File: config.mk
export PLATFORM = sky130hd
export DESIGN_NAME = data_loader_flat
export DESIGN_NICKNAME = d
export VERILOG_FILES = /design/src/display_pkg.sv /design/src/link_pkg.sv /design/src/pixel_wr_if.sv /design/src/data_loader.sv /design/src/flat_wrapper.sv
export SDC_FILE = /design/constraint.sdc
export NUM_CORES = 1
export LEC_CHECK = 0
export ABC_AREA = 1
export BUFFER_PORTS_ARGS = -buffer_cell sky130_fd_sc_hd__buf_4
export CAP_MARGIN = 30
export CORE_MARGIN = 3
export CORE_UTILIZATION = 40
export CTS_BUF_LIST = sky130_fd_sc_hd__clkbuf_2 sky130_fd_sc_hd__clkbuf_4 sky130_fd_sc_hd__clkbuf_8
export DETAILED_ROUTE_END_ITERATION = 6
export GPL_TIMING_DRIVEN = 0
export PLACE_DENSITY = 0.66
export REMOVE_ABC_BUFFERS = 1
export SLEW_MARGIN = 20
export SYNTH_ARGS = -nofsm -noshare
export SYNTH_HDL_FRONTEND = slang
export SYNTH_SLANG_ARGS = --single-unit
File: constraint.sdc
create_clock -name clk -period 2.7 [get_ports clk]
set_input_delay 0.405 -clock clk [delete_from_list [all_inputs] [get_ports clk]]
set_output_delay 0.405 -clock clk [all_outputs]
set_load 0.005 [all_outputs]
File: src/display_pkg.sv
package display_pkg;

	// default panel geometry, two segments of eight rows by thirty-two columns
	localparam int def_segments = 2;
	localparam int def_rows = 8;
	localparam int def_columns = 32;
	localparam int def_bitdepth = 8;

	// red, green and blue per pixel
	localparam int colors = 3;

	// one color channel intensity
	typedef logic [def_bitdepth-1:0] channel_t;

	// all channels of one segment pixel, red in the low channel
	typedef channel_t [colors-1:0] pixel_t;

	// index width, at least one bit so single-entry ranges still get a counter
	function automatic int idx_w(input int n);
		return (n > 1) ? $clog2(n) : 1;
	endfunction

	// bits in one buffer word: every channel of every segment
	function automatic int word_w(input int segs, input int depth);
		return segs * colors * depth;
	endfunction

endpackage

File: src/link_pkg.sv
package link_pkg;

	// payload bits per uart frame
	localparam int data_bits = 8;

	// start bit, payload and one stop bit on the line
	localparam int frame_bits = data_bits + 2;

	// one serial byte
	typedef logic [data_bits-1:0] byte_t;

	// sent once per buffer swap
	localparam byte_t ack_byte = 8'he0;

endpackage

File: src/pixel_wr_if.sv
`timescale 1ns/1ps

interface pixel_wr_if #(
	parameter int segments = 2,
	parameter int rows = 8,
	parameter int columns = 32,
	parameter int bitdepth = 8
);
	logic wen;
	logic [display_pkg::idx_w(rows)-1:0] wrow;
	logic [display_pkg::idx_w(columns)-1:0] wcol;
	logic [display_pkg::word_w(segments, bitdepth)-1:0] wdata;

	// no handshake, the buffer takes every cycle with wen high
	modport loader (output wen, wrow, wcol, wdata);
	modport buffer (input wen, wrow, wcol, wdata);
endinterface

File: src/data_loader.sv
`timescale 1ns/1ps

module data_loader #(
	parameter int segments = 2,
	parameter int rows = 8,
	parameter int columns = 32,
	parameter int bitdepth = 8
) (
	input logic clk,
	input logic rst_n,
	input logic ready,
	input logic ivalid,
	input link_pkg::byte_t idata,
	pixel_wr_if.loader wr,
	output logic loaded
);
	localparam int chan_w = display_pkg::idx_w(display_pkg::colors);
	localparam int seg_w = display_pkg::idx_w(segments);
	localparam int col_w = display_pkg::idx_w(columns);
	localparam int row_w = display_pkg::idx_w(rows);
	localparam int data_w = display_pkg::word_w(segments, bitdepth);
	localparam logic [chan_w-1:0] last_chan = chan_w'(display_pkg::colors - 1);
	localparam logic [seg_w-1:0] last_seg = seg_w'(segments - 1);
	localparam logic [col_w-1:0] last_col = col_w'(columns - 1);
	localparam logic [row_w-1:0] last_row = row_w'(rows - 1);

	logic [chan_w-1:0] chan;
	logic [seg_w-1:0] seg;
	logic [col_w-1:0] col;
	logic [row_w-1:0] row;
	logic [data_w-1:0] word;
	logic wen;
	logic take;

	// nothing is accepted while the back half still holds a waiting frame
	assign take = ivalid && ready;

	assign wr.wen = wen;
	assign wr.wrow = row;
	assign wr.wcol = col;
	assign wr.wdata = word;

	always_ff @(posedge clk) begin
		if (!rst_n) begin
			chan <= '0;
			seg <= '0;
			col <= '0;
			row <= '0;
			wen <= 1'b0;
			loaded <= 1'b0;
		end else begin
			wen <= 1'b0;
			loaded <= 1'b0;
			if (take) begin
				if (chan == last_chan) begin
					chan <= '0;
					if (seg == last_seg) begin
						seg <= '0;
						wen <= 1'b1;
					end else begin
						seg <= seg + 1'b1;
					end
				end else begin
					chan <= chan + 1'b1;
				end
			end
			// position moves on only after the write has used it
			if (wen) begin
				if (col == last_col) begin
					col <= '0;
					if (row == last_row) begin
						row <= '0;
						loaded <= 1'b1;
					end else begin
						row <= row + 1'b1;
					end
				end else begin
					col <= col + 1'b1;
				end
			end
		end
	end

	// segment s, channel c sits at word slot s*3+c, red lowest
	always_ff @(posedge clk) begin
		if (take) begin
			word[(seg * display_pkg::colors + chan) * bitdepth +: bitdepth] <= bitdepth'(idata);
		end
	end
endmodule

File: src/flat_wrapper.sv
// flat-port wrapper written by rule: the top's interface ports become plain ports
module data_loader_flat 
#(
	parameter int segments = 2,
	parameter int rows = 8,
	parameter int columns = 32,
	parameter int bitdepth = 8
)
  (clk, rst_n, ready, ivalid, idata, loaded, wr_wen, wr_wrow, wr_wcol, wr_wdata);
  pixel_wr_if #(.segments(segments), .rows(rows), .columns(columns), .bitdepth(bitdepth)) wr_i ();
  input logic clk;
  input logic rst_n;
  input logic ready;
  input logic ivalid;
  input link_pkg::byte_t idata;
  output logic loaded;
  output wire logic [$bits(wr_i.wen)-1:0] wr_wen;
  output wire logic [$bits(wr_i.wrow)-1:0] wr_wrow;
  output wire logic [$bits(wr_i.wcol)-1:0] wr_wcol;
  output wire logic [$bits(wr_i.wdata)-1:0] wr_wdata;
  assign wr_wen = wr_i.wen;
  assign wr_wrow = wr_i.wrow;
  assign wr_wcol = wr_i.wcol;
  assign wr_wdata = wr_i.wdata;
  data_loader #(.segments(segments), .rows(rows), .columns(columns), .bitdepth(bitdepth)) u_core (.clk(clk), .rst_n(rst_n), .ready(ready), .ivalid(ivalid), .idata(idata), .wr(wr_i), .loaded(loaded));
endmodule
==> results.json <==
{
  "tightest_slew_ns": 0.3003,
  "worstHoldPathCells": 3,
  "relSlewSlack": 0.7993,
  "status": "finished clean",
  "synthCells": 222,
  "antenna_found_initial": 0,
  "dp_hpwl_mm": 3.670,
  "hold_buffers": 0,
  "critPathMaxFanout": 9,
  "rsz0062_at_grt": "false",
  "grt_pass1_wl_mm": 8.335,
  "whs_ns": 0.3563,
  "period_minus_slack_ns": 2.562,
  "min_path_type": "input pin to flop",
  "die_width_um": 85.53,
  "mostFrequentLayoutCells": "buf_4, nor2_1, edfxtp_1, nand2_1, nor2_2",
  "period_share": 0.9489,
  "drc": 0,
  "clk_latency_ns": 0.34,
  "track_usage": 0.1486,
  "routed_via_density": 4.714,
  "grt_max_degree": 19,
  "first_pass_iters": 4,
  "synth-seq-cells": 61,
  "drive_gt1_frac": 0.3693,
  "r2r-start": "u_core.seg",
  "clockRootBuffer": "clkbuf_8",
  "hold_end": "u_core.wr.wen",
  "syn_avg_cell_area_um2": 11.40,
  "required_ns": 2.72,
  "cts_buffers": 9,
  "power_uw": 2149,
  "nNetsFinal": 323,
  "leakagePower_uw": 0.001210,
  "timing.rr.end": "u_core.wr.wdata[44]",
  "drtIter0Drc": 165,
  "postLayoutCoreUtil": 0.5683,
  "startpoint_type": "flop",
  "dieHeight_um": 85.53,
  "worstSetupPathType": "flop to flop",
  "core_um2": 6026,
  "worst-r2r-cell-count": 8,
  "rows": 28,
  "ir_drop_v": 0.0003124,
  "grt_overflow": 0,
  "htree_levels": 3,
  "globalplace.congestion": 0.7594,
  "die_area_um2": 7315,
  "wl_mm": 5.169,
  "end_kind": "flop",
  "cp_data_arrival_time_ns": 2.58,
  "place_area_um2": 3115,
  "grt_pass1_vias": 1760,
  "cts_tree": "yes",
  "max_freq_ghz": 0.3903,
  "yosysWarnings": 0,
  "postRouteAntennaNets": 0,
  "clkTransAtPathRegs_ns": 0.06,
  "layout_commonest_cell": "buf_4",
  "clkSinkCount": 61,
  "maxCapViolations": 0,
  "start_util": 0.4199,
  "synth_area_um2": 2530,
  "r2r_setup_slack_ns": 0.14,
  "port_buffers": 69,
  "timing_hold_violations_final": 0,
  "postLayoutCellArea_um2": 3425,
  "netlist-cell-type-count": 23,
  "ys_seq_area_frac": 0.6726,
  "vias": 1796,
  "clockBufferDepth": 2,
  "finalMaxSlewViolations": 0,
  "worstHoldStart": "rst_n",
  "wl_per_cell_um": 13.57,
  "powerDensity_nw_per_um2": 627.6,
  "fin_skew_ns": 0.009719,
  "setup_violations": 0,
  "diodes": 0,
  "num_io_pins": 70,
  "synthToLayoutAreaGrowth_pct": 35.36
}
[metrics by stage]
stage / setup TNS [ns] / setup slack (ns) / std cells
after detailed placement: -8.931 / -0.2924 / 363
after global placement: -6.752 / -0.2362 / 363
after CTS: -0.08664 / -0.01253 / 378
after floorplan: 0 / 0.07215 / 219
final: 0 / 0.1380 / 381
after global routing: 0 / 0.01838 / 381
[Yosys cell counts]
cell type  count  area share
nand3_1        6       0.012
inv_2          1      0.0015
buf_6          2      0.0089
nand4_2        1      0.0049
nand2_4        1      0.0045
ha_1           8       0.040
nand2_1       33       0.049
edfxtp_1      48        0.57
xor2_1         1      0.0035
nor2_1        65       0.096
a21oi_1        2      0.0040
o21ai_0        7       0.014
dfxtp_1       13        0.10
nand3_2        1      0.0040
nor2_2        14       0.035
nor3b_1        1      0.0030
clkbuf_1       1      0.0015
nand3_4        2       0.014
fa_1           1      0.0079
and3_1         1      0.0025
nor2_4         1      0.0045
inv_1         11       0.016
clkinv_1       1      0.0015
[power breakdown]
group / leakage, uW / switching (uW) / internal (uW)
logic: 0.000639 / 125 / 61.0
clock network: 0.000114 / 342 / 600
registers: 0.000457 / 4.71 / 1020
[metal layers]
metal	vias to the layer above	track usage	routed length, um
met4	0	0.06619	101
li1	896	-	-
met5	-	0	0
met1	822	0.1799	2193
met3	12	0.04803	391
met2	66	0.2429	2483
[cell families after synthesis]
| family | count (synthesis) | share of synthesized area |
|---|---|---|
| adder cells (fa/ha/maj) | 9 | 0.04748 |
| buffers and inverters | 16 | 0.02967 |
| AND/OR/NAND/NOR | 126 | 0.2290 |
| flip-flops | 61 | 0.6726 |
| AO/OA/AOI/OAI | 9 | 0.01780 |
| XOR/XNOR | 1 | 0.003463 |
[registers in the layout (all words and copies together), names as in the netlist]
register,count
u_core.wr.wcol,5
u_core.wr.wrow,3
u_core.loaded,1
u_core.wr.wdata,48
u_core.seg,1
u_core.wr.wen,1
u_core.chan,2
[worst max path at each step]
stage	start	end	slack, ns	cells after the start
finish	u_core.seg	u_core.wr.wdata[44]	0.14	8
global route	u_core.seg	u_core.wr.wdata[7]	0.02	8
CTS	u_core.chan[0]	u_core.wr.wdata[34]	-0.01	7
detailed placement	u_core.chan[0]	u_core.wr.wdata[33]	-0.29	8
global placement	u_core.chan[0]	u_core.wr.wdata[17]	-0.24	8
floorplan	u_core.chan[0]	u_core.wr.wdata[0]	0.07	8
[final cells by class]
cell class	instances	area [um^2]
Tap cell	75	93.84
Inverter	13	48.80
Multi-Input combinational cell	145	812.0
Fill cell	535	2601
Clock buffer	9	123.9
Timing Repair Buffer	72	540.5
Clock inverter	6	102.6
Sequential cell	61	1703
[worst max-delay path, cell delays in order (launching register included)]
cell and delay, ns:
dfxtp_1 0.38, ha_1 0.16, inv_1 0.04, fa_1 0.43, ha_1 0.21, ha_1 0.37, inv_1 0.16, nand3_2 0.22
nor2_4 0.28
[what timing repair did]
item                       CTS  global route
gates cloned                 0             0
pin swaps                    0             4
setup endpoints to repair   40            48
resized for setup            7             8
buffers inserted             0             3
Note: power is estimated with default switching activity, not from simulation.
