--- config.mk ---
export PLATFORM = sky130hd
export DESIGN_NAME = uart_tx
export DESIGN_NICKNAME = d
export VERILOG_FILES = /design/src/link_pkg.sv /design/src/uart_tx.sv
export SDC_FILE = /design/constraint.sdc
export NUM_CORES = 1
export LEC_CHECK = 0
export ABC_AREA = 1
export BUFFER_PORTS_ARGS = -buffer_cell sky130_fd_sc_hd__buf_4
export CAP_MARGIN = 20
export CELL_PAD_IN_SITES_DETAIL_PLACEMENT = 2
export CELL_PAD_IN_SITES_GLOBAL_PLACEMENT = 2
export CORE_UTILIZATION = 32
export DETAILED_ROUTE_END_ITERATION = 8
export HOLD_SLACK_MARGIN = 0.03
export PLACE_DENSITY = 0.85
export SETUP_SLACK_MARGIN = 0.1
export SYNTH_ARGS = -nofsm -noshare
export SYNTH_HDL_FRONTEND = slang
export SYNTH_SLANG_ARGS = --single-unit
--- constraint.sdc ---
create_clock -name clk -period 1.6 [get_ports clk]
set_input_delay 0.32 -clock clk [delete_from_list [all_inputs] [get_ports clk]]
set_output_delay 0.32 -clock clk [all_outputs]
set_load 0.01 [all_outputs]
--- src/link_pkg.sv ---
package link_pkg;

	// payload bits per uart frame
	localparam int data_bits = 8;

	// start bit, payload and one stop bit on the line
	localparam int frame_bits = data_bits + 2;

	// one serial byte
	typedef logic [data_bits-1:0] byte_t;

	// sent once per buffer swap
	localparam byte_t ack_byte = 8'he0;

endpackage

--- src/uart_tx.sv ---
`timescale 1ns/1ps

module uart_tx #(
	parameter int clk_div = 868
) (
	input logic clk,
	input logic rst_n,
	input logic start,
	input link_pkg::byte_t data,
	output logic txo
);
	localparam int cnt_w = $clog2(clk_div);
	localparam int num_w = $clog2(link_pkg::frame_bits);
	localparam logic [cnt_w-1:0] bit_last = cnt_w'(clk_div - 1);
	localparam logic [num_w-1:0] num_last = num_w'(link_pkg::frame_bits - 1);

	logic [link_pkg::frame_bits-1:0] shreg;
	logic [cnt_w-1:0] cnt;
	logic [num_w-1:0] num;
	logic busy;

	// bit 0 of the frame register is the line itself
	assign txo = shreg[0];

	always_ff @(posedge clk) begin
		if (!rst_n) begin
			shreg <= '1;
			cnt <= '0;
			num <= '0;
			busy <= 1'b0;
		end else if (!busy) begin
			if (start) begin
				// stop, payload, start
				shreg <= {1'b1, data, 1'b0};
				cnt <= bit_last;
				num <= '0;
				busy <= 1'b1;
			end
		end else if (cnt != '0) begin
			cnt <= cnt - 1'b1;
		end else begin
			// ones shift in behind the frame so the line returns to idle
			shreg <= {1'b1, shreg[link_pkg::frame_bits-1:1]};
			cnt <= bit_last;
			if (num == num_last) begin
				busy <= 1'b0;
			end else begin
				num <= num + 1'b1;
			end
		end
	end
endmodule

==> qor.yml, run 1 <==
logic_synthesis:
  syn_area_sq_um: 1270
  synth-simple-area-share: 0.369
  synth_top_area_share: 0.379
  synth_edf_count: 0
  synthMuxAreaShare: 0
  synth_xor_xnor_area_share: 0.0276
  ys.flop_type: "dfxtp_1"
  synth.top_cells.by_count: "nand2_1, dfxtp_1, nand3_1"
  synth.largest_area_cell: "dfxtp_1"
  ys_types: 30
  ys_ff_latch: 24
  synth_top_family_by_area: "simple AND/OR/NAND/NOR gates"
  seq_area_frac_synth: 0.379
  synth_fa_ha_area_frac: 0.0296
  synth.avg_cell_area_sq_um: 6.96
  synth_nets: 196
  synth_cells: 182
  yosys_warnings: 0
  async_flop_share: 0
  synth_compound_area_frac: 0.108
  yosys-top-cells-area: "dfxtp_1, nand2_1, nand3_1, inv_1, nor2_1"
  synth_most_common_cell: "nand2_1"
routing:
  drc_errors: 0
  drt-vias-per-instance: 5.14
  post_drt_wl_per_cell_um: 17.0
  drtPass1Iterations: 4
  ant_nets: 0
  vias: 1253
  wirelength_um: 4140
  dr.first_iter.drc_count: 38
clock_network:
  clk_pin_slew_ns: 0.10
  hold_buffers: 0
  clock_sinks: 24
  clock_tree.htree_level_count: 1
  insertion_delay_ns: 0.27
  cts_buffer_depth: 2
  cts_root_buf: "clkbuf_8"
  cts_tree: "built"
  numCtsBuffers: 3
setup_path:
  worstSetupPathType: "flop to flop"
  cp_max_fo: 8
  cp.required_ns: 1.79
  cp-start-kind: "flop"
  endpoint_kind: "flop"
  crit_arrival_ns: 1.64
run_status:
  status: "finished, final reports clean"
grt:
  grt_pass1_vias: 1430
  grt_overflow: 0
  antenna_found_initial: 0
  grt_pass1_wl_um: 6880
  grt_max_degree: 17
  track_usage: 0.215
power_and_ir_drop:
  power.switching_uw: 518
  power_leakage_nw: 0.690
  swShare: 0.337
  p_clk_frac: 0.284
  ir_worst_vdd_uv: 419
  fin_total_pwr_mw: 1.54
  p_per_area_nw_per_um2: 1020
  internal-power_mw: 1.02
  power_frac_seq: 0.458
  pwr-share-comb: 0.259
timing:
  setup_viol: 0
  skew_ns: 0.00358
  hold_viol: 0
  tightest_slew_ns: 0.320
  min_period_ns: 1.45
  fmax_mhz: 690
  relSlewSlack: 0.786
  fin_crit_sh: 0.905
  slew_viol_final: 0
  rsz0062_at_grt: "no"
floorplan:
  std_cell_rows: 22
  dieArea_sq_um: 4220
  die_h_um: 64.9
  core_sq_um: 3720
  fp.dieW_um: 64.9
  initial_core_util: 0.341
  io_pins: 12
worst_hold_path:
  min_path_type: "primary input to flop"
layout:
  final-seq-area_sq_um: 483
  final_cell_count_no_fill: 244
  multi_input_area_sq_um: 738
  layout.nets: 211
  antenna_cells: 0
  fillerInstances: 439
  fin_util: 0.407
  drive_above_1_share: 0.214
  syn2layout_area_growth_pct: 19.3
place:
  dp_cells: 238
  finalWeightedCongestion: 0.843
  hpwl_um: 2630
  io_buffers: 11
job:
  cap_violations: 0
==> flip-flops by register name (all words and copies together) (netlist names) <==
register	flops
cnt	10
shreg	9
num	4
busy	1
==> placed cells by master (no fill, tap or decap) <==
cell type,count
a21oi_1,7
a21oi_2,1
a31oi_1,1
a31oi_2,1
buf_4,14
clkbuf_8,4
clkinv_1,1
dfxtp_1,22
dfxtp_2,2
ha_1,2
ha_4,1
inv_1,14
inv_2,4
nand2_1,56
nand2_2,3
nand2_4,1
nand2_8,2
nand3_1,19
nand3_2,1
nand3_4,1
nand4_1,2
nor2_1,14
nor2_2,4
nor2_4,1
o211ai_1,3
o21a_1,1
o21ai_0,5
o21ai_1,1
o21bai_1,1
o22ai_1,1
or2_2,2
xnor2_1,1
xor2_1,3
==> final timing paths <==
| check | start | end | slack [ns] | depth (start not counted) |
|---|---|---|---|---|
| min reg2reg | shreg[2] | shreg[2] | 0.48 | 2 |
| max | cnt[0] | num[2] | 0.15 | 8 |
| min | data[7] | shreg[8] | 0.29 | 3 |
| max reg2reg | cnt[0] | num[2] | 0.15 | 8 |
==> critical path, cell delays in order, from the launching register on <==
cell and delay [ns]:
dfxtp_2 0.35, inv_2 0.08, ha_4 0.15, nand2_2 0.09, nor2_4 0.16, nand3_4 0.14, nand2_8 0.13, nand3_1 0.09
a21oi_1 0.17
==> cell type report <==
type | count | area share
clock buffer | 4 | 0.0364
inverter | 19 | 0.0471
sequential | 24 | 0.319
tap | 48 | 0.0397
timing repair buffer | 14 | 0.0695
multi-input combinational | 135 | 0.488
==> kinds of logic (layout without fill, tap and decap cells) <==
group	after synthesis	after routing
flip-flops	24	24
AO/OA/AOI/OAI	22	22
AND/OR/NAND/NOR	105	106
buffers and inverters	24	37
adder cells (fa/ha/maj)	3	3
XOR/XNOR	4	4
==> power by group through the flow <==
stage | clock [mW] | combinational, mW | sequential (mW)
floorplan | 0 | 0.255 | 0.701
global placement | 0 | 0.323 | 0.707
detailed placement | 0 | 0.345 | 0.713
CTS | 0.443 | 0.390 | 0.703
global route | 0.463 | 0.442 | 0.711
finish | 0.436 | 0.397 | 0.703
==> repair_timing <==
action / in CTS / in global routing
gates cloned: 1 / 0
setup buffers: 0 / 1
gates resized for setup: 9 / 4
endpoints found under the setup margin: 20 / 13
pin swaps: 4 / 2
==> per-layer routing <==
metal / vias to the layer above / track usage / wire, um
met5: - / 0 / 0
met4: 0 / 0.0972 / 104
met3: 10 / 0.0158 / 51
met2: 18 / 0.415 / 2240
met1: 615 / 0.234 / 1740
li1: 610 / - / -
==> stage by stage <==
stage	setup slack [ns]	cell area (sq um)	TNS, ns	hold WS, ns
after floorplan	0.239	1270	0	0.424
after global placement	0.100	1390	0	0.440
after detailed placement	-0.00720	1390	-0.00720	0.451
after CTS	0.107	1490	0	0.286
after global routing	0.0585	1510	0	0.294
final	0.152	1510	0	0.286
(Power assumes the default switching activity.)
==> inputs of run 2 (changes only) <==
PLACE_DENSITY = unset   (was 0.85)
PLACE_DENSITY_LB_ADDON = 0.1   (was unset)
==> run 2 against run 1 <==
Net effect:
- first-iteration DRC count decreased by 7.9%
- power is 2.3% higher
- register-to-register slack better by 0.02 ns
- final cell count grew 2.9%
- highest routed layer unchanged
==> qor.yml, run 2 (same netlist as run 1, synthesis figures left out) <==
timing:
  relSlewSlack: 0.773  # -0.0131
  rsz0062_at_grt: "no"
  fmax_mhz: 702  # +1.7%
  hold_viol: 0  # unchanged
  min_period_ns: 1.42  # -0.0245 ns
  skew_ns: 0.00463  # +0.00106 ns
  tightest_slew_ns: 0.339  # +0.0188 ns
  finalSetupTns_ns: 0  # unchanged
  slew_viol_final: 0  # unchanged
  setup_viol: 0  # unchanged
  fin_crit_sh: 0.890  # -0.0153
setup_path:
  endpoint_kind: "flop"
  rr_worst_depth: 8  # unchanged
  cp.required_ns: 1.77  # -0.02 ns
  crit_arrival_ns: 1.59  # -0.05 ns
  r2r-end: "num[3]"
  critPathLaunch: "cnt[4]"
  cp_max_fo: 6  # -2
  worstReg2RegStart: "cnt[4]"
  endpoint: "num[3]"
  cp-start-kind: "flop"
  worstSetupPathType: "flop to flop"
  rrSetupSlack_ns: 0.18  # +0.02 ns
floorplan:
  fp.dieW_um: 64.9  # unchanged
  io_pins: 12  # unchanged
  initial_core_util: 0.341  # unchanged
  std_cell_rows: 22  # unchanged
  dieArea_sq_um: 4220  # unchanged
  core_sq_um: 3720  # unchanged
  die_h_um: 64.9  # unchanged
power_and_ir_drop:
  power_leakage_nw: 0.731  # +5.8%
  p_per_area_nw_per_um2: 996  # -2.0%
  ir_worst_vdd_uv: 345  # -18%
grt:
  antenna_found_initial: 0  # unchanged
  grt_overflow: 0  # unchanged
  grt_pass1_vias: 1479  # +3.4%
  grt_max_degree: 17  # unchanged
  track_usage: 0.235  # +0.0192
  grt_pass1_wl_um: 7280  # +5.8%
layout:
  layout.nets: 218  # +3.3%
  syn2layout_area_growth_pct: 24.6
  top_register: "cnt"
  largest_reg_flops: 10  # unchanged
  final_cell_mix: "nand2_1, dfxtp_1, nand3_1, buf_4"
  largestRegisters: "cnt x10, shreg x9, num x4"
  fillerInstances: 469  # +6.8%
  fin_area_sq_um: 1580  # +4.4%
  drive_above_1_share: 0.241  # +0.0271
  antenna_cells: 0  # unchanged
  final_common_cell: "nand2_1"
clock_network:
  clk_pin_slew_ns: 0.09  # about the same
  numCtsBuffers: 3  # unchanged
  clock_sinks: 24  # unchanged
  hold_buffers: 0  # unchanged
  insertion_delay_ns: 0.28  # about the same
  cts_root_buf: "clkbuf_8"
  cts_buffer_depth: 2  # unchanged
  clock_tree.htree_level_count: 1  # unchanged
  cts_tree: "built"
place:
  place_area_sq_um: 1390  # +0.54%
  finalWeightedCongestion: 0.775  # -8.1%
  io_buffers: 11  # unchanged
  hpwl_um: 2740  # +4.3%
routing:
  dr.first_iter.drc_count: 35  # -7.9%
  ant_nets: 0  # unchanged
  wirelength_um: 4230  # +2.3%
  drc_errors: 0  # unchanged
  post_drt_wl_per_cell_um: 16.9  # -0.51%
  drt-vias-per-instance: 5.03  # -2.1%
  vias: 1262  # +0.72%
  drtPass1Iterations: 4  # unchanged
worst_hold_path:
  hold_start: "data[7]"
  min_path_type: "primary input to flop"
run_status:
  status: "finished, final reports clean"
job:
  cap_violations: 0  # unchanged
-- run 2: critical path, cell delays in order, from the launching register on --
cell     delay (ns)
dfxtp_1        0.35
nor2_1         0.12
nand2_1        0.16
inv_1          0.13
nand3_2        0.12
nand2_4        0.14
nand3_1        0.13
nand2_1        0.10
a21oi_1        0.06
-- run 2: final cells by class --
class,instances,area (sq um),share of cell area
Sequential cell,24,482,0.305
Multi-Input combinational cell,136,748,0.474
Timing Repair Buffer,20,163,0.103
Inverter,19,71.3,0.0452
Tap cell,48,60.1,0.0380
Clock buffer,4,55.1,0.0349
-- run 2: layer usage --
metal	vias to the layer above	share of wire	GRT usage
met4	0	0.029	0.114
met3	9	0.020	0.0352
li1	627	-	-
met5	-	0	0
met1	609	0.45	0.272
met2	17	0.50	0.415
-- run 2: worst min-delay path by stage --
stage / endpoint / slack (ns) / cells past startpoint
final: shreg[8] / 0.27 / 3
after global routing: shreg[8] / 0.29 / 3
after CTS: shreg[8] / 0.28 / 3
after global placement: shreg[1] / 0.44 / 2
after detailed placement: shreg[3] / 0.45 / 2
after floorplan: cnt[1] / 0.42 / 2
-- run 2: power by group --
group	switching [mW]	total [mW]	internal, mW
logic	0.265	0.435	0.169
clock network	0.216	0.437	0.221
registers	0.0464	0.701	0.654
total	0.528	1.57	1.04
-- run 2: repair_timing --
action	4_1_cts	5_1_grt
hold endpoints to repair	0	0
setup buffers	5	1
resized for setup	6	8
setup endpoints to repair	14	21
gates cloned	2	0
pin swaps	3	4
-- run 2: per-stage QoR --
stage / cells / setup slack [ns] / hold slack, ns / power [mW] / utilization
final: 251 / 0.176 / 0.273 / 1.57 / 0.425
after floorplan: 182 / 0.239 / 0.424 / 0.956 / -
after detailed placement: 239 / 0.0315 / 0.452 / 1.06 / 0.375
after global placement: 239 / 0.131 / 0.444 / 1.04 / 0.375
after CTS: 250 / 0.102 / 0.281 / 1.55 / 0.417
after global routing: 251 / 0.0746 / 0.293 / 1.66 / 0.425
==> inputs of run 3 (changes only) <==
MAX_ROUTING_LAYER = met4   (was unset)
==> run 3 against run 2 <==
Net effect:
- register-to-register slack hardly changed
- final area is the same
- highest routed layer unchanged
- combinational power about the same
- power increased by 0.11%
- sequential share of layout area did not move
- clock skew about the same
- largest power group unchanged
- clock power hardly changed
- non-clock buffer count did not move
==> qor.yml, run 3 (same netlist as run 1, synthesis figures left out) <==
layout:
  top_register: "cnt"
  final_cell_mix: "nand2_1, dfxtp_1, nand3_1, buf_4"
  largest_reg_flops: 10  # unchanged
  antenna_cells: 0  # unchanged
  largestRegisters: "cnt x10, shreg x9, num x4"
  syn2layout_area_growth_pct: 24.6  # unchanged
  final_common_cell: "nand2_1"
  layout.nets: 218  # unchanged
  fillerInstances: 469  # unchanged
  drive_above_1_share: 0.241  # unchanged
timing:
  finalSetupTns_ns: 0  # unchanged
  whs_ns: 0.271  # -0.00184 ns
  fmax_mhz: 703  # +0.16%
  hold_viol: 0  # unchanged
  rsz0062_at_grt: "no"
  tightest_slew_ns: 0.339  # -0.000129 ns
  fin_crit_sh: 0.888  # -0.00138
  slew_viol_final: 0  # unchanged
  relSlewSlack: 0.773  # about the same
  setup_viol: 0  # unchanged
  skew_ns: 0.00457  # -0.0000650 ns
  min_period_ns: 1.42  # -0.00221 ns
worst_hold_path:
  min_path_type: "primary input to flop"
routing:
  wirelength_um: 4220  # -0.24%
  wl_met1_um: 1860  # -2.6%
  met3_length_um: 106  # +28%
  vias: 1265  # +0.24%
  drtPass1Iterations: 4  # unchanged
  drc_errors: 0  # unchanged
  ant_nets: 0  # unchanged
  post_drt_wl_per_cell_um: 16.8  # -0.24%
  dr.first_iter.drc_count: 30  # -14%
  dr.max_layer_used: "met4"
  drt-vias-per-instance: 5.04  # +0.24%
  dr_wl_met2_um: 2140  # +0.80%
grt:
  antenna_found_initial: 0  # unchanged
  grt_pass1_vias: 1476  # -0.20%
  grt_max_degree: 17  # unchanged
  track_usage: 0.242  # +0.00756
  grt_pass1_wl_um: 7280  # unchanged
  grt_overflow: 0  # unchanged
setup_path:
  endpoint_kind: "flop"
  crit_arrival_ns: 1.59  # about the same
  cp_max_fo: 6  # unchanged
  worstSetupPathType: "flop to flop"
  cp_cell_sequence: "nor2_1 > nand2_1 > inv_1 > nand3_2 > nand2_4 > nand3_1 > nand2_1 > a21oi_1"
  slowest_delay_ns: 0.35  # about the same
  slowest_stage: "dfxtp_1"
  cp.required_ns: 1.77  # about the same
  rrSetupSlack_ns: 0.18  # about the same
  worst_path_most_repeated_cell: "nand2_1"
  cp-start-kind: "flop"
power_and_ir_drop:
  power_leakage_nw: 0.731  # unchanged
  p_per_area_nw_per_um2: 997  # +0.11%
  fin_total_pwr_mw: 1.57  # +0.11%
  ir_worst_vdd_uv: 345  # about the same
clock_network:
  cts_tree: "built"
  clk_pin_slew_ns: 0.09  # about the same
  insertion_delay_ns: 0.28  # about the same
  cts_buffer_depth: 2  # unchanged
  cts_root_buf: "clkbuf_8"
  clock_tree.htree_level_count: 1  # unchanged
  numCtsBuffers: 3  # unchanged
  clock_sinks: 24  # unchanged
place:
  finalWeightedCongestion: 0.786  # +1.4%
  hpwl_um: 2740  # unchanged
  io_buffers: 11  # unchanged
floorplan:
  core_sq_um: 3720  # unchanged
  io_pins: 12  # unchanged
  dieArea_sq_um: 4220  # unchanged
  fp.dieW_um: 64.9  # unchanged
  initial_core_util: 0.341  # unchanged
  die_h_um: 64.9  # unchanged
  std_cell_rows: 22  # unchanged
job:
  cap_violations: 0  # unchanged
run_status:
  status: "finished, final reports clean"
run 3: cell counts in the layout (fill, tap and decap cells not counted):
No cell type changed its count.
run 3: through the flow:
stage	setup WS, ns	util	area [sq um]	std cells
after global routing	0.0746	0.425	1580	251
final	0.178	0.425	1580	251
after global placement	0.131	0.375	1390	239
after CTS	0.102	0.417	1550	250
after detailed placement	0.0315	0.375	1390	239
after floorplan	0.239	-	1270	182
run 3: worst paths after layout:
path	start	end	cells after the start
max	cnt[4]	num[3]	8
max reg2reg	cnt[4]	num[3]	8
min	data[7]	shreg[8]	3
min reg2reg	shreg[2]	shreg[2]	2
run 3: worst max-delay path, delay by kind of cell (launching register included):
| kind | cells | cell delay [ns] |
|---|---|---|
| simple gates | 6 | 0.77 |
| flops | 1 | 0.35 |
| buf+inv | 1 | 0.13 |
| compound gates | 1 | 0.06 |
run 3: cell type report:
type	count	area, sq um	share of cell area
multi-input combinational	136	748	0.474
sequential	24	482	0.305
timing repair buffer	20	163	0.103
inverter	19	71.3	0.0452
tap	48	60.1	0.0380
clock buffer	4	55.1	0.0349
run 3: where the power goes:
| group | switching [mW] | internal (mW) | leakage, nW |
|---|---|---|---|
| Clock | 0.219 | 0.221 | 0.0288 |
| Combinational | 0.264 | 0.169 | 0.503 |
| Sequential | 0.0463 | 0.654 | 0.199 |
run 3: per-layer routing:
metal | global-route usage | up-vias
met5 | - | -
met4 | 0.114 | 0
met3 | 0.0405 | 9
met2 | 0.415 | 20
met1 | 0.272 | 608
li1 | - | 628
run 3: repair_timing:
item                                    CTS  global route
gates resized for setup                   6             8
pin swaps                                 3             4
hold buffers                              0             0
endpoints found under the setup margin   14            21
cloned                                    2             0
endpoints found under the hold margin     0             0
buffers inserted                          5             1
