`config.mk`:
```
export PLATFORM = sky130hd
export DESIGN_NAME = uart_rx
export DESIGN_NICKNAME = d
export VERILOG_FILES = /design/src/link_pkg.sv /design/src/uart_rx.sv
export SDC_FILE = /design/constraint.sdc
export NUM_CORES = 1
export LEC_CHECK = 0
export BUFFER_PORTS_ARGS = -buffer_cell sky130_fd_sc_hd__buf_2
export CAP_MARGIN = 10
export CORE_UTILIZATION = 62
export CTS_BUF_LIST = sky130_fd_sc_hd__clkbuf_16
export DETAILED_ROUTE_END_ITERATION = 10
export PLACE_DENSITY = 0.83
export SKIP_LAST_GASP = 1
export SLEW_MARGIN = 15
export SYNTH_ARGS = -nofsm -noshare
export SYNTH_HDL_FRONTEND = slang
export SYNTH_SLANG_ARGS = --single-unit
```
`constraint.sdc`:
```
create_clock -name clk -period 4.62 [get_ports clk]
set_clock_uncertainty 0.05 [all_clocks]
set_input_delay 0.231 -clock clk [delete_from_list [all_inputs] [get_ports clk]]
set_output_delay 0.231 -clock clk [all_outputs]
set_load 0.1 [all_outputs]
```
`src/link_pkg.sv`:
```
package link_pkg;

	// payload bits per uart frame
	localparam int data_bits = 8;

	// start bit, payload and one stop bit on the line
	localparam int frame_bits = data_bits + 2;

	// one serial byte
	typedef logic [data_bits-1:0] byte_t;

	// sent once per buffer swap
	localparam byte_t ack_byte = 8'he0;

endpackage

```
`src/uart_rx.sv`:
```
`timescale 1ns/1ps

module uart_rx #(
	parameter int clk_div = 868
) (
	input logic clk,
	input logic rst_n,
	input logic rxi,
	output link_pkg::byte_t data,
	output logic valid
);
	localparam int cnt_w = $clog2(clk_div);
	localparam int idx_w = $clog2(link_pkg::data_bits);
	localparam logic [cnt_w-1:0] bit_last = cnt_w'(clk_div - 1);
	localparam logic [cnt_w-1:0] half_last = cnt_w'(clk_div / 2 - 1);
	localparam logic [idx_w-1:0] idx_last = idx_w'(link_pkg::data_bits - 1);

	typedef enum logic [1:0] {
		st_idle,
		st_start,
		st_data,
		st_stop
	} state_t;

	state_t state;
	logic [1:0] sync;
	logic [cnt_w-1:0] cnt;
	logic [idx_w-1:0] idx;
	link_pkg::byte_t shreg;

	// shreg only moves during the next frame's data bits, so it holds through valid
	assign data = shreg;

	always_ff @(posedge clk) begin
		if (!rst_n) begin
			// line idles high
			sync <= '1;
			state <= st_idle;
			cnt <= '0;
			idx <= '0;
			valid <= 1'b0;
		end else begin
			sync <= {sync[0], rxi};
			valid <= 1'b0;
			case (state)
				st_idle: begin
					// falling edge, wait half a bit to land mid start bit
					if (!sync[1]) begin
						cnt <= half_last;
						state <= st_start;
					end
				end
				st_start: begin
					if (cnt != '0) begin
						cnt <= cnt - 1'b1;
					end else if (!sync[1]) begin
						cnt <= bit_last;
						idx <= '0;
						state <= st_data;
					end else begin
						// glitch, not a real start bit
						state <= st_idle;
					end
				end
				st_data: begin
					if (cnt != '0) begin
						cnt <= cnt - 1'b1;
					end else begin
						cnt <= bit_last;
						if (idx == idx_last) begin
							state <= st_stop;
						end else begin
							idx <= idx + 1'b1;
						end
					end
				end
				default: begin
					// mid stop bit, a low line here is a framing error
					if (cnt != '0) begin
						cnt <= cnt - 1'b1;
					end else begin
						valid <= sync[1];
						state <= st_idle;
					end
				end
			endcase
		end
	end

	// lsb first
	always_ff @(posedge clk) begin
		if (state == st_data && cnt == '0) begin
			shreg <= {sync[1], shreg[link_pkg::data_bits-1:1]};
		end
	end
endmodule

```
==> summary.md, run 1 <==
| Metric | Value |
|---|---|
| RSZ-0062 raised after global routing | `no` |
| Status | `finished, final reports clean` |
| Wire length on met1 | `between 1000 and 1500 um` |
| Sequential Power Share | `a little over a third` |
| Smallest hold slack | `0.0950 ns` |
| Slew Viols, Final | `0` |
| Routability congestion estimate | `roughly 0.89` |
| Hold path start | `rxi` |
| Internal power | `0.000528 W` |
| Most numerous cell in the Yosys netlist | `dfxtp_1` |
| Combinational power share | `43.2%` |
| CTS Sinks | `26` |
| Routed Antenna Nets | `0` |
| Vias in the first global route | `between 1000 and 1500` |
| Met2 wire len | `1580 um` |
| Clk_lat worst skew | `approximately 0.26 ns` |
| Max IR drop VDD | `around 0.35 mV` |
| Cell taking the most area after synthesis | `dfxtp_1` |
| Via density per instance | `6.50` |
| Commonest cells post-synth | `dfxtp_1 (18), nor2_1 (16), nand2_1 (13)` |
| Clock transition at path regs | `0.06 ns` |
| Sw frac | `a little over two fifths` |
| Initial antenna violation count | `0` |
| Crit start category | `flip-flop` |
| Worst Setup Path Type | `flip-flop to flip-flop` |
| Top sig layer | `met4` |
| Cells after Synth | `between 100 and 150` |
| Setup TNS | `0 ns` |
| CP Cell Sequence | `inv_1 > ha_1 > nor2b_1 > and3_1 > a21oi_1 > o21ai_0 > a31oi_1` |
| Util after Layout | `74.7%` |
| Slew margin rel. | `a little over 50%` |
| DRC | `0` |
| Largest net degree at the start of global routing | `15` |
| Vias | `~1200` |
| Worst Path Arrival | `2.32 ns` |
| Fin crit period | `between 2 and 2.5 ns` |
| Post-DP HPWL | `around 2200 um` |
| CP startpoint | `cnt[0]` |
| PortBufs | `11` |
| Die width | `slightly below 50 um` |
| Flops & latches, synth | `26` |
| Fin worst setup slack | `2.43 ns` |
| Post-synthesis sequential area ratio | `44.1%` |
| Syn_area_per_cell | `9.45 um2` |
| 1st-iter DRT viols | `54` |
| CTS resizes | `0` |
| CTS tree | `yes` |
| # IOs | `12` |
| CTS H-Tree Depth | `1` |
| P per Cell Area | `a little over 600 nW/um2` |
| Post-Syn Area | `1360 um2` |
| Drt pass-1 iters | `5` |
| Crit-path max cell delay | `0.53 ns` |
| Aggregate global-route resource usage | `between 20% and 30%` |
| TritonCTS buffer count | `3` |
| Top FF cell, synth | `dfxtp_1` |
| Initial Utilization | `between 60 and 70%` |
| Ant. Diodes | `0` |
| Reg2Reg Depth | `7` |
| Hold buffer count at CTS | `0` |
| Die area | `2390 um2` |
| Post-layout instance area | `around 1500 um2` |
| Placed Area | `approximately 1400 um2` |
| Max Clk Rate | `456 MHz` |
| Critical path required time | `between 4 and 5 ns` |
| Nets@finish | `approximately 170` |
| Max Cap Viol | `0` |
| Crit path capture type | `flip-flop` |
| Reg2reg setup slack | `about 2.4 ns` |
| Layout cells sized above 1 | `between 10% and 20%` |
| Reg2Reg Launch Point | `cnt[0]` |
| Top post-synthesis cells by area | `dfxtp_1 (26%), edfxtp_1 (18%), ha_1 (7.4%)` |
| HP Class | `input pin to flip-flop` |
| Period Utilization, post-route | `a little under half` |
| Slowest-stage cell, CP | `a21oi_1` |
| Global-route wire length before repair | `5160 um` |
| Setup-failing EPs final | `0` |
| GRT overflow | `0` |
| Psw | `about 0.00039 W` |
| Clock power share | `between 20% and 30%` |
| Post-synth top area share | `26.5%` |
| Leakage | `slightly below 0.6 nW` |
| Reg2reg end | `cnt[7]` |
| Buffer depth of the longest clock path | `2` |
| Syn nets | `155` |
| Row cnt | `16` |
| Post-CTS Setup Bufs | `0` |
| Post-synth EDFFs | `8` |
| Least-Margin Pin Slew | `around 0.72 ns` |
| Count of cell types in the netlist | `37` |
| Routed WL per cell | `~18 um` |
| Area grow syn2layout | `10.9%` |
| Capture point of the worst path | `cnt[7]` |
| Pre-CTS WS | `roughly 2.5 ns` |
| Core Footprint | `roughly 2000 um2` |
| Clk root buf | `clkbuf_16` |
| Final wirelength | `3190 um` |
| Die Ht | `slightly below 50 um` |
| Metal3 WL | `between 200 and 300 um` |
| Final hold violation count | `0` |
| CP max FO | `9` |
| Share of synthesized registers carrying an async set or reset | `0%` |
| Synth warn | `0` |
-- logic make-up after synthesis --
group | synth area share (%)
AO/OA/AOI/OAI | 20.6
adder cells (fa/ha/maj) | 7.35
buffers and inverters | 3.58
flip-flops | 44.1
multiplexers | 2.21
AND/OR/NAND/NOR | 22.2
-- sequential cells by signal, indices dropped and copies added, names as in the netlist --
name,flops
cnt,10
idx,3
state,2
sync,2
data,8
valid,1
-- worst min path at each step --
stage / depth (start not counted) / end / slack (ns)
after global routing: 2 / sync[0] / 0.1
final: 2 / sync[0] / 0.1
after global placement: 1 / sync[1] / 0.35
after CTS: 2 / sync[0] / 0.1
after detailed placement: 1 / sync[1] / 0.35
after floorplan: 1 / sync[0] / 0.28
-- cell type report --
class | count | area [um2]
clock inverters | 1 | 3.75
well taps | 27 | 33.8
clock buffers | 3 | 75.1
flip-flops and latches | 26 | 601
repair buffers | 11 | 55.1
multi-input cells | 106 | 712
fillers | 151 | 512
inverters | 8 | 30.0
-- worst max-delay path, delay by kind of cell, from the launching register on --
| kind | cells | cell delay [ns] |
|---|---|---|
| adders and majority gates | 1 | 0.19 |
| AOI/OAI and AO/OA | 3 | 1.01 |
| DFF | 1 | 0.38 |
| buffers and inverters | 1 | 0.09 |
| and+or+nand+nor | 2 | 0.39 |
-- metrics by stage --
stage / std cells / power [W]
after floorplan: 144 / 0.000630
after global placement: 178 / 0.000694
after detailed placement: 178 / 0.000715
after CTS: 182 / 0.000908
after global routing: 182 / 0.000967
final: 182 / 0.000920
-- power by group through the flow --
stage               logic, W  clock network [W]  registers [W]
detailed placement  0.000383                  0       0.000332
finish              0.000398           0.000194       0.000328
floorplan           0.000299                  0       0.000331
global placement    0.000367                  0       0.000327
CTS                 0.000386           0.000194       0.000327
global route        0.000431           0.000203       0.000333
-- routing by layer --
metal,up-vias,global-route usage (%)
met5,-,0
met2,82,47.7
met4,0,11.8
met1,539,36.6
li1,553,-
met3,9,4.98
-- placed cells by master, fill, tap and decap left out, types with 2 or more instances in the layout --
| master | instances |
|---|---|
| dfxtp_1 | 18 |
| a31oi_1 | 4 |
| buf_2 | 11 |
| edfxtp_1 | 8 |
| and3_1 | 2 |
| nor3_1 | 2 |
| ha_1 | 8 |
| mux2i_1 | 3 |
| a21o_1 | 2 |
| nand2b_1 | 3 |
| nor2_1 | 16 |
| inv_1 | 9 |
| o32ai_1 | 2 |
| nand3_1 | 2 |
| o21ai_0 | 10 |
| o211ai_1 | 2 |
| a21oi_1 | 9 |
| o31ai_1 | 2 |
| clkbuf_16 | 3 |
| and2_1 | 4 |
| a41oi_1 | 3 |
| o311ai_0 | 3 |
| nand3b_1 | 3 |
| nand2_1 | 13 |
No activity file was read; power rests on OpenSTA's default activity.
==> run 2: changes to the inputs <==
- CORE_UTILIZATION: 62 -> 57
- PLACE_DENSITY: 0.83 -> 0.77
- clock period: 4.62 -> 2.1 ns (I/O delays scaled with it)
==> summary.md, run 2 (synthesis results as in run 1) <==
| Metric | Value |
|---|---|
| Status | `finished, final reports clean` |
| Period Utilization, post-route | `93.6%` |
| Pre-CTS WS | `approximately 0.13 ns` |
| Most common cell after layout, fill and taps aside | `dfxtp_1` |
| Clock transition at path regs | `~0.06 ns` |
| Buffer depth of the longest clock path | `2` |
| Critical path required time | `about 2.2 ns` |
| Initial antenna violation count | `0` |
| CP Cell Sequence | `inv_1 > ha_1 > o31ai_1 > a21o_2 > a2bb2oi_1 > o32ai_1` |
| Routability congestion estimate | `roughly 0.89` |
| Die area | `between 2000 and 3000 um2` |
| Worst Setup Path Type | `flip-flop to flip-flop` |
| # IOs | `12` |
| Worst Path Arrival | `2.04 ns` |
| Routed WL per cell | `15.0 um` |
| Fin crit period | `approximately 2 ns` |
| Largest register by flop count | `cnt` |
| Crit start category | `flip-flop` |
| Met3 usage in global routing | `slightly below 3%` |
| Reg2Reg Launch Point | `state[0]` |
| Slowest-stage cell, CP | `o31ai_1` |
| CP max FO | `11` |
| HP Class | `input pin to flip-flop` |
| 1st-iter DRT viols | `28` |
| Hold path start | `rst_n` |
| Fin worst setup slack | `~0.13 ns` |
| PortBufs | `11` |
| Largest net degree at the start of global routing | `15` |
| Final wirelength | `between 2000 and 3000 um` |
| Initial Utilization | `approximately 61%` |
| Largest register FFs | `10` |
| Layout cells sized above 1 | `between 10% and 20%` |
| Crit path capture type | `flip-flop` |
| Least-Margin Pin Slew | `a little under 0.5 ns` |
| Core Footprint | `about 2200 um2` |
| Final hold violation count | `0` |
| Via density per instance | `6.11` |
| DRC | `0` |
| Die width | `between 50 and 60 um` |
| Post-CTS Setup Bufs | `0` |
| Max IR drop VDD | `between 0.7 and 0.8 mV` |
| Drt pass-1 iters | `4` |
| Max Cap Viol | `0` |
| Clk root buf | `clkbuf_16` |
| TritonCTS buffer count | `3` |
| Leakage | `about 0.6 nW` |
| Nets@finish | `around 170` |
| P per Cell Area | `about 1300 nW/um2` |
| Routed Antenna Nets | `0` |
| Ant. Diodes | `0` |
| Crit-path max cell delay | `about 0.42 ns` |
| Area grow syn2layout | `14.1%` |
| CTS H-Tree Depth | `1` |
| Slew margin rel. | `67.7%` |
| Clk_lat worst skew | `around 0.26 ns` |
| Fillers | `167` |
| Setup TNS | `0 ns` |
| CP startpoint | `state[0]` |
| Die Ht | `roughly 51 um` |
| Met2 Use GR | `approximately two fifths` |
| CTS Sinks | `26` |
| Max Clk Rate | `509 MHz` |
| Vias in the first global route | `~1200` |
| CTS tree | `yes` |
| Global-route wire length before repair | `about 4800 um` |
| Global routing's busiest layer | `met2` |
| Setup-failing EPs final | `0` |
| Row cnt | `17` |
| Vias | `about 1100` |
| Aggregate global-route resource usage | `about a quarter` |
| RSZ-0062 raised after global routing | `no` |
| Most frequent cells in the layout | `dfxtp_1 (18), nor2_1 (16), nand2_1 (13)` |
| GR Util met1 | `a little under a third` |
| GRT overflow | `0` |
| Slew Viols, Final | `0` |
| Post-DP HPWL | `a little over 2000 um` |
[run 2: where the power goes]
part / total (W) / switching, W / internal [W]
registers: 0.000716 / 0.000119 / 0.000598
logic: 0.000889 / 0.000550 / 0.000339
clock network: 0.000417 / 0.000163 / 0.000255
total: 0.00202 / 0.000831 / 0.00119
[run 2: layout make-up]
type                    instances  area [um2]  share of cell area (%)
repair buffers                 16        95.1                    6.12
clock buffers                   3        75.1                    4.83
well taps                      28        35.0                    2.26
flip-flops and latches         26         601                    38.7
clock inverters                 1        3.75                   0.242
inverters                       8        30.0                    1.93
multi-input cells             106         713                    45.9
[run 2: final timing paths]
check	end	slack, ns	cells past startpoint
max	cnt[4]	0.13	6
min reg2reg	sync[1]	0.37	1
min	sync[0]	0.08	2
max reg2reg	cnt[4]	0.13	6
[run 2: layer usage]
metal  share of wire (%)  wire length [um]  up-vias
li1                    -                 -      565
met1                  44              1240      522
met2                  49              1380       57
met3                 6.0               169        5
met4                 1.2                34        0
met5                   0                 0        -
[run 2: metrics by stage]
stage               hold WS, ns  total power [W]  cells  utilization [%]  instance area, um2
floorplan                 0.156          0.00139    144                -                1360
CTS                      0.0746          0.00201    188             69.5                1550
detailed placement        0.252          0.00158    183             65.5                1460
finish                   0.0775          0.00202    188             69.5                1550
global route             0.0886          0.00215    188             69.5                1550
global placement          0.238          0.00157    183             65.5                1460
[run 2: repair_timing]
item,4_1_cts,5_1_grt
setup endpoints to repair,0,5
resized for setup,0,1
hold buffers,1,0
hold endpoints to repair,1,0
[run 2: critical path: cells and delay by family (launching register included)]
kind,cells,cell delay (ns)
DFF,1,0.39
buffers and inverters,1,0.10
AOI/OAI and AO/OA,4,1.02
adders and majority gates,1,0.27
==> run 3: changes to the inputs <==
--- a/config.mk
+++ b/config.mk
@@ -9,6 +9,10 @@
 export CAP_MARGIN = 10
-export CORE_UTILIZATION = 57
+export CELL_PAD_IN_SITES_DETAIL_PLACEMENT = 1
+export CELL_PAD_IN_SITES_GLOBAL_PLACEMENT = 1
+export CORE_ASPECT_RATIO = 2
+export CORE_UTILIZATION = 45
 export CTS_BUF_LIST = sky130_fd_sc_hd__clkbuf_16
+export CTS_CLUSTER_DIAMETER = 80
 export DETAILED_ROUTE_END_ITERATION = 10
-export PLACE_DENSITY = 0.77
+export PLACE_DENSITY_LB_ADDON = 0.1
 export SKIP_LAST_GASP = 1
--- a/constraint.sdc
+++ b/constraint.sdc
@@ -4,2 +4,2 @@
 set_output_delay 0.105 -clock clk [all_outputs]
-set_load 0.1 [all_outputs]
+set_load 0.02 [all_outputs]
==> summary.md, run 3 (synthesis results as in run 1) <==
| Metric | Value |
|---|---|
| Aggregate global-route resource usage | `roughly a quarter` |
| Via density per instance | `roughly 6.3` |
| Fin crit period | `1.93 ns` |
| Hold Path Sink | `sync[1]` |
| Slew margin rel. | `73.8%` |
| Combinational power share | `43.4%` |
| Setup-failing EPs final | `0` |
| Hold path start | `rst_n` |
| 1st-iter DRT viols | `19` |
| Max IR drop VDD | `0.914 mV` |
| Worst Setup Path Type | `flip-flop to flip-flop` |
| Final wirelength | `around 3700 um` |
| Crit-path max cell delay | `just over 0.4 ns` |
| Status | `finished, final reports clean` |
| Max Cap Viol | `0` |
| Most frequent cells in the layout | `dfxtp_1 (18), nor2_1 (16), nand2_1 (13)` |
| Least-Margin Pin Slew | `0.388 ns` |
| Clk root buf | `clkbuf_16` |
| Global-route wire length before repair | `roughly 5800 um` |
| TritonCTS buffer count | `3` |
| Ant. Diodes | `0` |
| Vias in the first global route | `1269` |
| CP max FO | `5` |
| Largest register by flop count | `cnt` |
| DRC | `0` |
| Sw frac | `about two fifths` |
| Leakage | `0.633 nW` |
| Row cnt | `27` |
| P per Cell Area | `about 1400 nW/um2` |
| Worst path top cell family by delay | `simple AND/OR/NAND/NOR gates` |
| GRT overflow | `0` |
| Nets@finish | `175` |
| Routed Antenna Nets | `0` |
| PortBufs | `11` |
| Layout cells sized above 1 | `about a fifth` |
| Routability congestion estimate | `0.826` |
| Worst Hold Depth | `2` |
| WP buf/inv | `2` |
| Drt pass-1 iters | `4` |
| Sequential Power Share | `a little under a third` |
| Reg2reg end | `state[0]` |
| Post-CTS Setup Bufs | `0` |
| Fin worst setup slack | `around 0.17 ns` |
| Period Utilization, post-route | `between 90% and 100%` |
| Reg2Reg Launch Point | `state[0]` |
| Pre-CTS WS | `around 0.063 ns` |
| Routed WL per cell | `between 15 and 20 um` |
| Psw | `0.000888 W` |
| CP Cell Sequence | `inv_1 > ha_1 > inv_1 > or3_1 > a21oi_1 > nand3_1 > o31ai_1` |
| Clock transition at path regs | `approximately 0.060 ns` |
| Buffer depth of the longest clock path | `2` |
| Area grow syn2layout | `18.6%` |
| Slowest-stage cell, CP | `or3_1` |
| Final hold violation count | `0` |
| Max Clk Rate | `approximately 520 MHz` |
| CTS Sinks | `26` |
| Top cell by count, worst path | `inv_1` |
| Die width | `~41 um` |
| Initial antenna violation count | `0` |
| Critical path required time | `2.23 ns` |
| Smallest hold slack | `between 0.07 and 0.08 ns` |
| Initial Utilization | `about half` |
| HP Class | `input pin to flip-flop` |
| Fillers | `around 320` |
| # IOs | `12` |
| Post-DP HPWL | `2770 um` |
| Crit start category | `flip-flop` |
| Core Footprint | `around 2800 um2` |
| Slew Viols, Final | `0` |
| Worst Path Arrival | `2.06 ns` |
| Most common cell after layout, fill and taps aside | `dfxtp_1` |
| Crit path capture type | `flip-flop` |
| Clock power share | `24.7%` |
| Clk_lat worst skew | `between 0.2 and 0.3 ns` |
| Die area | `3260 um2` |
| CTS H-Tree Depth | `1` |
| Largest net degree at the start of global routing | `16` |
| Largest register FFs | `10` |
| Internal power | `0.00134 W` |
| Reg2Reg Depth | `7` |
| CTS tree | `yes` |
| RSZ-0062 raised after global routing | `yes` |
| Vias | `around 1200` |
| Die Ht | `roughly 80 um` |
| Reg2reg setup slack | `between 0.15 and 0.2 ns` |
[run 3: cell types whose count changed in the layout (fill, tap and decap cells not counted), sizes merged]
cell,previous run,this run
bufinv,0,1
clkinv,1,0
buf,15,18
[run 3: final cells by class]
cell class	instances	area, um2	share of cell area [%]
clock buffer	3	75.1	4.65
clock inverter	1	30.0	1.86
inverter	8	30.0	1.86
multi-input combinational	106	724	44.9
sequential	26	601	37.2
tap	29	36.3	2.25
timing repair buffer	19	118	7.29
[run 3: per-stage QoR]
step / setup TNS [ns] / util [%] / area (um2) / instances / power [W]
final: 0 / 57.6 / 1610 / 192 / 0.00223
after global routing: -0.0257 / 57.6 / 1610 / 192 / 0.00237
after CTS: 0 / 57.1 / 1600 / 192 / 0.00220
after detailed placement: 0 / 53.0 / 1490 / 187 / 0.00163
after global placement: 0 / 53.0 / 1490 / 187 / 0.00161
after floorplan: 0 / - / 1360 / 144 / 0.00136
[run 3: worst max-delay path by stage]
| stage | from | end | slack [ns] | cells past startpoint |
|---|---|---|---|---|
| floorplan | cnt[0] | data[0] | 0.31 | 5 |
| CTS | state[0] | cnt[4] | 0.02 | 6 |
| detailed placement | state[0] | cnt[4] | 0.06 | 6 |
| finish | state[0] | state[0] | 0.17 | 7 |
| global route | state[0] | cnt[5] | -0.02 | 6 |
| global placement | state[0] | cnt[4] | 0.13 | 6 |
[run 3: worst reg2reg max path, stage by stage, from the launching register on]
cell     delay (ns)
dfxtp_1        0.34
inv_1          0.11
ha_1           0.28
inv_1          0.16
or3_1          0.42
a21oi_1        0.28
nand3_1        0.14
o31ai_1        0.08
[run 3: what timing repair did]
item | in CTS | in global routing
endpoints found under the setup margin | 0 | 9
gates resized for setup | 0 | 4
hold buffers | 1 | 0
hold endpoints to repair | 1 | 0
[run 3: power groups by stage]
| stage | Clock (W) | Sequential [W] | Combinational (W) |
|---|---|---|---|
| floorplan | 0 | 0.000705 | 0.000659 |
| global placement | 0 | 0.000713 | 0.000898 |
| detailed placement | 0 | 0.000720 | 0.000913 |
| CTS | 0.000559 | 0.000709 | 0.000931 |
| global route | 0.000575 | 0.000723 | 0.00108 |
| finish | 0.000551 | 0.000711 | 0.000966 |
[run 3: per-layer routing]
metal,GRT usage (%),part of all wire (%),vias to the layer above
met5,0,0,-
met4,13.3,3.0,0
met3,5.85,3.1,10
met2,45.3,56,28
met1,26.2,38,591
li1,-,-,572
